## config.mk

```make
export PLATFORM = sky130hd
export DESIGN_NAME = id_stage
export DESIGN_NICKNAME = d
export VERILOG_FILES = /design/src/logic/id_pkg.sv /design/src/logic/id_stage.sv /design/src/logic/branch_unit.sv /design/src/logic/gpr_file.sv /design/src/logic/inst_decoder.sv /design/src/logic/ds_ctrl.sv
export SDC_FILE = /design/constraint.sdc
export NUM_CORES = 2
export LEC_CHECK = 0
export BUFFER_PORTS_ARGS = -buffer_cell sky130_fd_sc_hd__buf_2
export CAP_MARGIN = 10
export CELL_PAD_IN_SITES_DETAIL_PLACEMENT = 1
export CELL_PAD_IN_SITES_GLOBAL_PLACEMENT = 1
export CORE_ASPECT_RATIO = 0.5
export CORE_MARGIN = 2
export CORE_UTILIZATION = 40
export CTS_BUF_LIST = sky130_fd_sc_hd__clkbuf_16
export DETAILED_ROUTE_END_ITERATION = 10
export GPL_TIMING_DRIVEN = 0
export PLACE_DENSITY = 0.67
export SLEW_MARGIN = 10
export SYNTH_ARGS = -nofsm -noshare
export SYNTH_HDL_FRONTEND = slang
export SYNTH_SLANG_ARGS = --single-unit
```

## constraint.sdc

```tcl
create_clock -name i_clk -period 11.17 [get_ports i_clk]
set_input_delay 1.6755 -clock i_clk [delete_from_list [all_inputs] [get_ports i_clk]]
set_output_delay 1.6755 -clock i_clk [all_outputs]
set_load 0.05 [all_outputs]
```

## src/logic/id_pkg.sv

```systemverilog
// id stage shared definitions
package id_pkg;

  localparam int XLEN = 64;

  typedef logic [XLEN-1:0] xlen_t;
  typedef logic [31:0]     inst_t;
  typedef logic [4:0]      gpr_addr_t;

  typedef enum logic [3:0] {
    ALU_ADD,
    ALU_SUB,
    ALU_SLL,
    ALU_SLT,
    ALU_SLTU,
    ALU_XOR,
    ALU_SRL,
    ALU_SRA,
    ALU_OR,
    ALU_AND,
    ALU_COPY2  // operand 2 straight through, lui
  } alu_op_e;

  typedef enum logic {
    SRC1_RS1,
    SRC1_PC
  } src1_sel_e;

  typedef enum logic [1:0] {
    SRC2_RS2,
    SRC2_IMM,
    SRC2_FOUR  // link value
  } src2_sel_e;

  // same encoding as funct3
  typedef enum logic [2:0] {
    MEM_B  = 3'b000,
    MEM_H  = 3'b001,
    MEM_W  = 3'b010,
    MEM_D  = 3'b011,
    MEM_BU = 3'b100,
    MEM_HU = 3'b101,
    MEM_WU = 3'b110
  } mem_op_e;

  typedef enum logic [2:0] {
    BR_NONE,
    BR_EQ,
    BR_NE,
    BR_LT,
    BR_GE,
    BR_LTU,
    BR_GEU,
    BR_JUMP
  } br_func_e;

  localparam logic [6:0] OPC_LUI     = 7'b0110111;
  localparam logic [6:0] OPC_AUIPC   = 7'b0010111;
  localparam logic [6:0] OPC_JAL     = 7'b1101111;
  localparam logic [6:0] OPC_JALR    = 7'b1100111;
  localparam logic [6:0] OPC_BRANCH  = 7'b1100011;
  localparam logic [6:0] OPC_LOAD    = 7'b0000011;
  localparam logic [6:0] OPC_STORE   = 7'b0100011;
  localparam logic [6:0] OPC_OPIMM   = 7'b0010011;
  localparam logic [6:0] OPC_OP      = 7'b0110011;
  localparam logic [6:0] OPC_OPIMM32 = 7'b0011011;
  localparam logic [6:0] OPC_OP32    = 7'b0111011;

endpackage
```

## src/logic/id_stage.sv

```systemverilog
// instruction decode stage
module id_stage (
  input  logic              i_clk,
  input  logic              i_rst_n,
  // from fetch
  input  logic              i_fs_valid,
  input  id_pkg::inst_t     i_fs_inst,
  input  id_pkg::xlen_t     i_fs_pc,
  output logic              o_ds_allowin,
  // later stage destinations
  input  logic              i_es_allowin,
  input  id_pkg::gpr_addr_t i_es_rd,
  input  id_pkg::gpr_addr_t i_ms_rd,
  input  id_pkg::gpr_addr_t i_ws_rd,
  // write back into gprs
  input  logic              i_wb_wen,
  input  id_pkg::gpr_addr_t i_wb_waddr,
  input  id_pkg::xlen_t     i_wb_wdata,
  // to execute
  output logic              o_ds_to_es_valid,
  output id_pkg::xlen_t     o_pc,
  output id_pkg::xlen_t     o_rs1_data,
  output id_pkg::xlen_t     o_rs2_data,
  output id_pkg::xlen_t     o_imm,
  output id_pkg::gpr_addr_t o_rd,
  output id_pkg::alu_op_e   o_alu_op,
  output id_pkg::src1_sel_e o_alu_src1_sel,
  output id_pkg::src2_sel_e o_alu_src2_sel,
  output logic              o_alu_word,
  output logic              o_gpr_wen,
  output logic              o_mem_ren,
  output logic              o_mem_wen,
  output id_pkg::mem_op_e   o_mem_op,
  output logic              o_invalid_inst,
  // redirect to fetch
  output logic              o_br_taken,
  output id_pkg::xlen_t     o_br_target
);
  import id_pkg::*;

  inst_t     ds_inst;
  gpr_addr_t rs1;
  gpr_addr_t rs2;
  logic      rs1_used;
  logic      rs2_used;
  logic      fire;
  br_func_e  br_func;
  logic      is_jalr;

  assign is_jalr = (ds_inst[6:0] == OPC_JALR);

  ds_ctrl u_ds_ctrl (
    .i_clk            (i_clk),
    .i_rst_n          (i_rst_n),
    .i_fs_valid       (i_fs_valid),
    .i_fs_inst        (i_fs_inst),
    .i_fs_pc          (i_fs_pc),
    .i_es_allowin     (i_es_allowin),
    .i_rs1            (rs1),
    .i_rs2            (rs2),
    .i_rs1_used       (rs1_used),
    .i_rs2_used       (rs2_used),
    .i_es_rd          (i_es_rd),
    .i_ms_rd          (i_ms_rd),
    .i_ws_rd          (i_ws_rd),
    .o_ds_allowin     (o_ds_allowin),
    .o_ds_to_es_valid (o_ds_to_es_valid),
    .o_fire           (fire),
    .o_inst           (ds_inst),
    .o_pc             (o_pc)
  );

  inst_decoder u_inst_decoder (
    .i_inst         (ds_inst),
    .o_rs1          (rs1),
    .o_rs2          (rs2),
    .o_rd           (o_rd),
    .o_rs1_used     (rs1_used),
    .o_rs2_used     (rs2_used),
    .o_imm          (o_imm),
    .o_alu_op       (o_alu_op),
    .o_alu_src1_sel (o_alu_src1_sel),
    .o_alu_src2_sel (o_alu_src2_sel),
    .o_alu_word     (o_alu_word),
    .o_gpr_wen      (o_gpr_wen),
    .o_mem_ren      (o_mem_ren),
    .o_mem_wen      (o_mem_wen),
    .o_mem_op       (o_mem_op),
    .o_br_func      (br_func),
    .o_invalid_inst (o_invalid_inst)
  );

  gpr_file u_gpr_file (
    .i_clk    (i_clk),
    .i_raddr1 (rs1),
    .o_rdata1 (o_rs1_data),
    .i_raddr2 (rs2),
    .o_rdata2 (o_rs2_data),
    .i_wen    (i_wb_wen),
    .i_waddr  (i_wb_waddr),
    .i_wdata  (i_wb_wdata)
  );

  branch_unit u_branch_unit (
    .i_fire      (fire),
    .i_br_func   (br_func),
    .i_is_jalr   (is_jalr),
    .i_pc        (o_pc),
    .i_rs1_data  (o_rs1_data),
    .i_rs2_data  (o_rs2_data),
    .i_imm       (o_imm),
    .o_br_taken  (o_br_taken),
    .o_br_target (o_br_target)
  );

endmodule

```

## src/logic/branch_unit.sv

```systemverilog
// branch and jump resolution
module branch_unit (
  input  logic             i_fire,
  input  id_pkg::br_func_e i_br_func,
  input  logic             i_is_jalr,
  input  id_pkg::xlen_t    i_pc,
  input  id_pkg::xlen_t    i_rs1_data,
  input  id_pkg::xlen_t    i_rs2_data,
  input  id_pkg::xlen_t    i_imm,
  output logic             o_br_taken,
  output id_pkg::xlen_t    o_br_target
);
  import id_pkg::*;

  logic  cond;
  logic  eq;
  logic  lt;
  logic  ltu;
  xlen_t jalr_sum;
  xlen_t pc_rel;

  assign eq  = (i_rs1_data == i_rs2_data);
  assign lt  = ($signed(i_rs1_data) < $signed(i_rs2_data));
  assign ltu = (i_rs1_data < i_rs2_data);

  always_comb begin
    case (i_br_func)
      BR_EQ:   cond = eq;
      BR_NE:   cond = !eq;
      BR_LT:   cond = lt;
      BR_GE:   cond = !lt;
      BR_LTU:  cond = ltu;
      BR_GEU:  cond = !ltu;
      BR_JUMP: cond = 1'b1;
      default: cond = 1'b0;
    endcase
  end

  assign pc_rel   = i_pc + i_imm;
  assign jalr_sum = i_rs1_data + i_imm;

  assign o_br_target = i_is_jalr ? {jalr_sum[XLEN-1:1], 1'b0} : pc_rel;
  // held branch stays quiet until it leaves
  assign o_br_taken  = i_fire && cond;

endmodule

```

## src/logic/gpr_file.sv

```systemverilog
// general purpose registers
module gpr_file (
  input  logic              i_clk,
  // read port 1
  input  id_pkg::gpr_addr_t i_raddr1,
  output id_pkg::xlen_t     o_rdata1,
  // read port 2
  input  id_pkg::gpr_addr_t i_raddr2,
  output id_pkg::xlen_t     o_rdata2,
  // write port
  input  logic              i_wen,
  input  id_pkg::gpr_addr_t i_waddr,
  input  id_pkg::xlen_t     i_wdata
);
  import id_pkg::*;

  xlen_t regs [32];

  // x0 is never written
  always_ff @(posedge i_clk) begin
    if (i_wen && i_waddr != '0) begin
      regs[i_waddr] <= i_wdata;
    end
  end

  // no bypass, same cycle write shows next cycle
  assign o_rdata1 = (i_raddr1 == '0) ? '0 : regs[i_raddr1];
  assign o_rdata2 = (i_raddr2 == '0) ? '0 : regs[i_raddr2];

endmodule

```

## src/logic/inst_decoder.sv

```systemverilog
// rv64i instruction decoder
module inst_decoder (
  input  id_pkg::inst_t     i_inst,
  output id_pkg::gpr_addr_t o_rs1,
  output id_pkg::gpr_addr_t o_rs2,
  output id_pkg::gpr_addr_t o_rd,
  output logic              o_rs1_used,
  output logic              o_rs2_used,
  output id_pkg::xlen_t     o_imm,
  output id_pkg::alu_op_e   o_alu_op,
  output id_pkg::src1_sel_e o_alu_src1_sel,
  output id_pkg::src2_sel_e o_alu_src2_sel,
  output logic              o_alu_word,
  output logic              o_gpr_wen,
  output logic              o_mem_ren,
  output logic              o_mem_wen,
  output id_pkg::mem_op_e   o_mem_op,
  output id_pkg::br_func_e  o_br_func,
  output logic              o_invalid_inst
);
  import id_pkg::*;

  logic [6:0] opcode;
  logic [2:0] funct3;
  logic [6:0] funct7;
  xlen_t      imm_i;
  xlen_t      imm_s;
  xlen_t      imm_b;
  xlen_t      imm_u;
  xlen_t      imm_j;
  alu_op_e    f3_op;
  alu_op_e    sh_op;
  alu_op_e    rr_op;
  logic       op_legal;
  logic       op32_legal;
  logic       opimm_legal;
  logic       opimm32_legal;

  assign opcode = i_inst[6:0];
  assign funct3 = i_inst[14:12];
  assign funct7 = i_inst[31:25];
  assign o_rs1  = i_inst[19:15];
  assign o_rs2  = i_inst[24:20];
  assign o_rd   = o_gpr_wen ? i_inst[11:7] : '0;  // zero tags a non-writer

  assign imm_i = {{52{i_inst[31]}}, i_inst[31:20]};
  assign imm_s = {{52{i_inst[31]}}, i_inst[31:25], i_inst[11:7]};
  assign imm_b = {{51{i_inst[31]}}, i_inst[31], i_inst[7], i_inst[30:25], i_inst[11:8], 1'b0};
  assign imm_u = {{32{i_inst[31]}}, i_inst[31:12], 12'b0};
  assign imm_j = {{43{i_inst[31]}}, i_inst[31], i_inst[19:12], i_inst[20], i_inst[30:21], 1'b0};

  always_comb begin
    case (funct3)
      3'b000:  f3_op = ALU_ADD;
      3'b001:  f3_op = ALU_SLL;
      3'b010:  f3_op = ALU_SLT;
      3'b011:  f3_op = ALU_SLTU;
      3'b100:  f3_op = ALU_XOR;
      3'b101:  f3_op = ALU_SRL;
      3'b110:  f3_op = ALU_OR;
      default: f3_op = ALU_AND;
    endcase
  end

  // bit 30 picks sra, and sub for register ops only
  assign sh_op = (funct3 == 3'b101 && i_inst[30]) ? ALU_SRA : f3_op;
  assign rr_op = (funct3 == 3'b000 && i_inst[30]) ? ALU_SUB : sh_op;

  assign op_legal = (funct7 == 7'b0000000)
                 || (funct7 == 7'b0100000 && (funct3 == 3'b000 || funct3 == 3'b101));
  assign op32_legal = op_legal && (funct3 == 3'b000 || funct3 == 3'b001 || funct3 == 3'b101);
  // rv64 shamt is 6 bits, so only imm[11:6] is checked
  assign opimm_legal = (funct3 == 3'b001) ? (i_inst[31:26] == 6'b000000) :
                       (funct3 == 3'b101) ? (i_inst[31:26] == 6'b000000 ||
                                             i_inst[31:26] == 6'b010000) : 1'b1;
  assign opimm32_legal = (funct3 == 3'b000)
                      || (funct3 == 3'b001 && funct7 == 7'b0000000)
                      || (funct3 == 3'b101 && (funct7 == 7'b0000000 || funct7 == 7'b0100000));

  always_comb begin
    o_rs1_used     = 1'b1;
    o_rs2_used     = 1'b0;
    o_imm          = imm_i;
    o_alu_op       = ALU_ADD;
    o_alu_src1_sel = SRC1_RS1;
    o_alu_src2_sel = SRC2_IMM;
    o_alu_word     = 1'b0;
    o_gpr_wen      = 1'b1;
    o_mem_ren      = 1'b0;
    o_mem_wen      = 1'b0;
    o_mem_op       = MEM_B;
    o_br_func      = BR_NONE;
    o_invalid_inst = 1'b0;
    case (opcode)
      OPC_LUI: begin
        o_rs1_used = 1'b0;
        o_imm      = imm_u;
        o_alu_op   = ALU_COPY2;
      end
      OPC_AUIPC: begin
        o_rs1_used     = 1'b0;
        o_imm          = imm_u;
        o_alu_src1_sel = SRC1_PC;
      end
      OPC_JAL, OPC_JALR: begin
        o_rs1_used     = (opcode == OPC_JALR);
        o_imm          = (opcode == OPC_JALR) ? imm_i : imm_j;
        o_alu_src1_sel = SRC1_PC;  // link = pc + 4
        o_alu_src2_sel = SRC2_FOUR;
        o_br_func      = BR_JUMP;
        o_invalid_inst = (opcode == OPC_JALR) && (funct3 != 3'b000);
      end
      OPC_BRANCH: begin
        o_rs2_used = 1'b1;
        o_imm      = imm_b;
        o_gpr_wen  = 1'b0;
        case (funct3)
          3'b000:  o_br_func = BR_EQ;
          3'b001:  o_br_func = BR_NE;
          3'b100:  o_br_func = BR_LT;
          3'b101:  o_br_func = BR_GE;
          3'b110:  o_br_func = BR_LTU;
          3'b111:  o_br_func = BR_GEU;
          default: o_invalid_inst = 1'b1;
        endcase
      end
      OPC_LOAD: begin
        o_mem_ren      = 1'b1;
        o_invalid_inst = (funct3 == 3'b111);
        if (funct3 != 3'b111) begin
          o_mem_op = mem_op_e'(funct3);
        end
      end
      OPC_STORE: begin
        o_rs2_used     = 1'b1;
        o_imm          = imm_s;
        o_gpr_wen      = 1'b0;
        o_mem_wen      = 1'b1;
        o_mem_op       = mem_op_e'({1'b0, funct3[1:0]});
        o_invalid_inst = funct3[2];
      end
      OPC_OPIMM: begin
        o_alu_op       = sh_op;
        o_invalid_inst = !opimm_legal;
      end
      OPC_OPIMM32: begin
        o_alu_op       = sh_op;
        o_alu_word     = 1'b1;
        o_invalid_inst = !opimm32_legal;
      end
      OPC_OP, OPC_OP32: begin
        o_rs2_used     = 1'b1;
        o_alu_op       = rr_op;
        o_alu_src2_sel = SRC2_RS2;
        o_alu_word     = (opcode == OPC_OP32);
        o_invalid_inst = (opcode == OPC_OP32) ? !op32_legal : !op_legal;
      end
      default: o_invalid_inst = 1'b1;  // system, csr, fence, unknown
    endcase
    if (o_invalid_inst) begin
      o_rs1_used = 1'b0;
      o_rs2_used = 1'b0;
      o_gpr_wen  = 1'b0;
      o_mem_ren  = 1'b0;
      o_mem_wen  = 1'b0;
      o_br_func  = BR_NONE;
    end
  end

endmodule

```

## src/logic/ds_ctrl.sv

```systemverilog
// decode stage control
module ds_ctrl (
  input  logic              i_clk,
  input  logic              i_rst_n,
  input  logic              i_fs_valid,
  input  id_pkg::inst_t     i_fs_inst,
  input  id_pkg::xlen_t     i_fs_pc,
  input  logic              i_es_allowin,
  input  id_pkg::gpr_addr_t i_rs1,
  input  id_pkg::gpr_addr_t i_rs2,
  input  logic              i_rs1_used,
  input  logic              i_rs2_used,
  input  id_pkg::gpr_addr_t i_es_rd,
  input  id_pkg::gpr_addr_t i_ms_rd,
  input  id_pkg::gpr_addr_t i_ws_rd,
  output logic              o_ds_allowin,
  output logic              o_ds_to_es_valid,
  output logic              o_fire,
  output id_pkg::inst_t     o_inst,
  output id_pkg::xlen_t     o_pc
);
  import id_pkg::*;

  logic ds_valid;
  logic ds_ready_go;
  logic hazard;
  logic accept;

  // rd of zero means the later stage writes nothing
  function automatic logic rd_match(input gpr_addr_t rd,
                                    input gpr_addr_t rs1,
                                    input logic      rs1_used,
                                    input gpr_addr_t rs2,
                                    input logic      rs2_used);
    return (rd != '0) && ((rs1_used && rd == rs1) || (rs2_used && rd == rs2));
  endfunction

  assign hazard = rd_match(i_es_rd, i_rs1, i_rs1_used, i_rs2, i_rs2_used)
               || rd_match(i_ms_rd, i_rs1, i_rs1_used, i_rs2, i_rs2_used)
               || rd_match(i_ws_rd, i_rs1, i_rs1_used, i_rs2, i_rs2_used);

  assign ds_ready_go      = !hazard;
  assign o_ds_to_es_valid = ds_valid && ds_ready_go;
  assign o_fire           = o_ds_to_es_valid && i_es_allowin;
  assign o_ds_allowin     = !ds_valid || o_fire;
  assign accept           = i_fs_valid && o_ds_allowin;

  always_ff @(posedge i_clk) begin
    if (!i_rst_n) begin
      ds_valid <= 1'b0;
    end else if (o_ds_allowin) begin
      ds_valid <= i_fs_valid;  // refill or drain
    end
  end

  // zero inst after reset decodes as invalid
  always_ff @(posedge i_clk) begin
    if (!i_rst_n) begin
      o_inst <= '0;
      o_pc   <= '0;
    end else if (accept) begin
      o_inst <= i_fs_inst;
      o_pc   <= i_fs_pc;
    end
  end

endmodule

```

==> run metrics <==
critical path arrival 10.00 ns; synthesized cell area 0.1086 mm²; share of cells above drive strength 1 0.3831; Vias/cell 6.915; setup slack after layout -0.5080 ns; commonest non-fill, non-tap cell in the layout edfxtp_1; switching pwr 6.206 mW; failing checks max-capacitance violations, max-slew violations, negative setup slack; I/O pin cnt ~530; gpl congestion 0.9101; largest net degree at the start of global routing 51; RSZ-0062 raised after global routing yes; antenna-violating nets left 0; Slew Limit Fails 11; commonest cells after routing, fill and taps aside edfxtp_1 (2048), mux4_2 (1263), buf_2 (615), nand2_1 (389), clkbuf_16 (211); first-pass GRT wire length between 600 and 700 mm; max incr delay on CP 0.76 ns; Req. time, crit path 9.49 ns; synthesized area per cell approximately 18 µm²; Initial Utilization 0.4017; final-report setup violation count 1; post-synthesis cell type count 92; Mapped Cells 6135; core box area 0.2704 mm²; actual slew at the worst max-slew pin 1.525 ns; area leader, netlist edfxtp_1; IO Port Bufs 524; Crit. End Element output pin; estimated wirelength of the detail-placed design 360.6 mm; Avg WL per Cell ~45 µm; Bufs on Longest Clock Path 4; Synth async-reset ratio 0; predominant post-synthesis flop cell edfxtp_1; Hold Crit Class flop to flop; clk sink count roughly 2200; Yosys reg bits 2155; H-tree Lvls 4; Seq/Total Area, Yosys 0.5858; Post-CTS Hold Fix Bufs 0; Max Clock Freq 85.63 MHz; Crit Path Max Fanout 10; crit share post-route 1.045; Worst VDD drop 0.1318 mV; Nets 7600; P_int 14.13 mW; TritonCTS clock tree done; CTS clk-pin slew, worst paths 0.08 ns; power per cell area 158.8 mW/mm²; DR iter-0 viols around 13000; clk root buf clkbuf_16; Vert. Die Dim about 370 µm; sequential power share 0.445; vias in the first global route around 74000; Top Family by Delay on Critical Path buffers and inverters; setup TNS -0.5080 ns; DR vias 76450; clk_skew 0.03747 ns; Die ar. 0.2760 mm²; Post-synth EDFFs 2048; Layout Utilization 0.4737; first drt pass iteration count 6; Syn. warnings 0; Synth top area share 0.5661; switch share 0.3052; CTS Buf Count 207; Hold Fails Final Rpt 0; Final min period roughly 12 ns; status finished, violations left; worst hold slack about 0.49 ns; grt ovf 0; Area Overhead vs Synth 17.91%; combinational share of power 0.200; GRT Overall Usage 0.3561; CP Launch Type flop; top cells by area, synth edfxtp_1 (57%), mux4_2 (26%), ha_1 (2.1%); WP buf/inv 6; worst-path cell with the longest stage delay nor2_1; initial antenna violation count 76; Residual DRC 0; headroom to the max-slew limit -0.01643; Clock Power Share 0.355; Leak roughly 43 nW; max-cap viol count 1; Die Wd 741.0 µm; CP Cell Sequence clkbuf_1 > buf_2 > clkbuf_2 > clkbuf_1 > clkbuf_2 > mux4_2 > mux4_2 > nand2b_1 > a21o_1 > ha_1 > nand4_1 > nor2_1 > and3_1 > nand3_1 > nor2_1 > or4_1 > a211oi_2 > nand3_2 > xor2_1 > mux2i_1 > o211ai_1 > a211oi_2 > buf_2; Rows 135; pre-CTS WS -1.728 ns; clk_lat worst skew 0.88 ns; kind of critical path flop to output pin; drt total wl 501.1 mm
[cell usage after synthesis (30+ instances only)]
master and instances:
nand3_1 45, nand2b_1 85, mux2i_1 91, clkbuf_1 308, nor2b_1 33, buf_1 94, nor3_1 37, buf_4 34
a21oi_1 200, nand4_1 42, mux4_2 1263, a21o_1 179, inv_1 106, xor2_1 63, dfxtp_1 107, a21boi_0 73
xnor2_1 84, a21boi_1 30, edfxtp_1 2048, o21ai_0 99, nand2_1 389, ha_1 186, nor2_1 205
[flip-flops by register name, indices dropped and copies added (netlist names), named ones only]
register	cells
u_ds_ctrl.o_inst	32
u_gpr_file.regs	2048
u_ds_ctrl.o_pc	64
u_ds_ctrl.ds_valid	1
[kinds of logic (layout without fill, tap and decap cells)]
logic type / Yosys count / count (layout) / synth area share
flip-flops: 2155 / 2155 / 0.5858
multiplexers: 1362 / 1362 / 0.2710
AND/OR/NAND/NOR: 939 / 939 / 0.04029
AO/OA/AOI/OAI: 771 / 771 / 0.04754
buffers and inverters: 572 / 1762 / 0.02167
adder cells (fa/ha/maj): 188 / 188 / 0.02179
XOR/XNOR: 147 / 147 / 0.01185
other: 1 / 102 / 0.00003452
[worst register-to-register path: stages (launching register included)]
cell and delay (ns):
dfxtp_4 0.76, clkbuf_1 0.48, nor2_1 0.08, nand2_1 0.10
nor2_1 0.06, a21oi_1 0.15, nor2_1 0.06, o31ai_1 0.88
o21a_1 0.29, nand2_1 0.17, nand2_1 0.17, nand2_1 0.21
clkbuf_1 0.42, clkbuf_1 0.39, nand2_1 0.17, a21boi_1 0.10
[power groups by stage]
stage	Clock [mW]	Combinational [mW]	Sequential, mW
6_report	7.22	4.06	9.05
3_3_place_gp	0	3.71	9.24
2_1_floorplan	0	2.11	9.25
4_1_cts	7.20	3.91	9.05
5_1_grt	7.47	4.12	9.06
3_5_place_dp	0	3.89	9.22
[worst paths after layout]
kind | start | to | depth (start not counted) | slack, ns
worst max-delay path | flop | o_br_taken | 23 | -0.51
worst min register to register | u_ds_ctrl.o_pc[7]$_SDFFE_PN0P_ | u_ds_ctrl.o_pc[7]$_SDFFE_PN0P_ | 2 | 0.49
worst min-delay path | u_ds_ctrl.o_pc[7]$_SDFFE_PN0P_ | u_ds_ctrl.o_pc[7]$_SDFFE_PN0P_ | 2 | 0.49
worst max register to register | u_ds_ctrl.o_inst[31]$_SDFFE_PN0P_ | u_ds_ctrl.o_inst[24]$_SDFFE_PN0P_ | 15 | 6.57
[per-stage QoR]
step,total power [mW],cells,instance area [µm²]
after detailed placement,13.11,10650,121200
after global placement,12.95,10350,116000
after global routing,20.66,11030,128000
after floorplan,11.35,6198,108900
final,20.34,11060,128100
after CTS,20.16,11020,127900
[metal layers]
metal / routed length, µm / track usage
met3: 75490 / 0.1537
met2: 215700 / 0.5252
met1: 170900 / 0.4355
met4: 37640 / 0.2161
met5: 1407 / 0.001201
[repair_timing]
item                                   in CTS  in global routing
endpoints found under the hold margin       0                  0
setup endpoints to repair                  26                 10
pin swaps                                   0                  1
setup buffers                               0                  1
resized for setup                          56                 22
[cell type report]
cell class | count | area [µm²]
clock buffer | 211 | 5280
clock inverter | 159 | 1295
fill | 25790 | 142300
antenna | 38 | 95.09
buffer | 464 | 2372
multi-input combinational | 3471 | 43240
sequential | 2155 | 63640
timing repair buffer | 821 | 7226
inverter | 107 | 401.6
tap | 3630 | 4542
(Power assumes the default switching activity.)
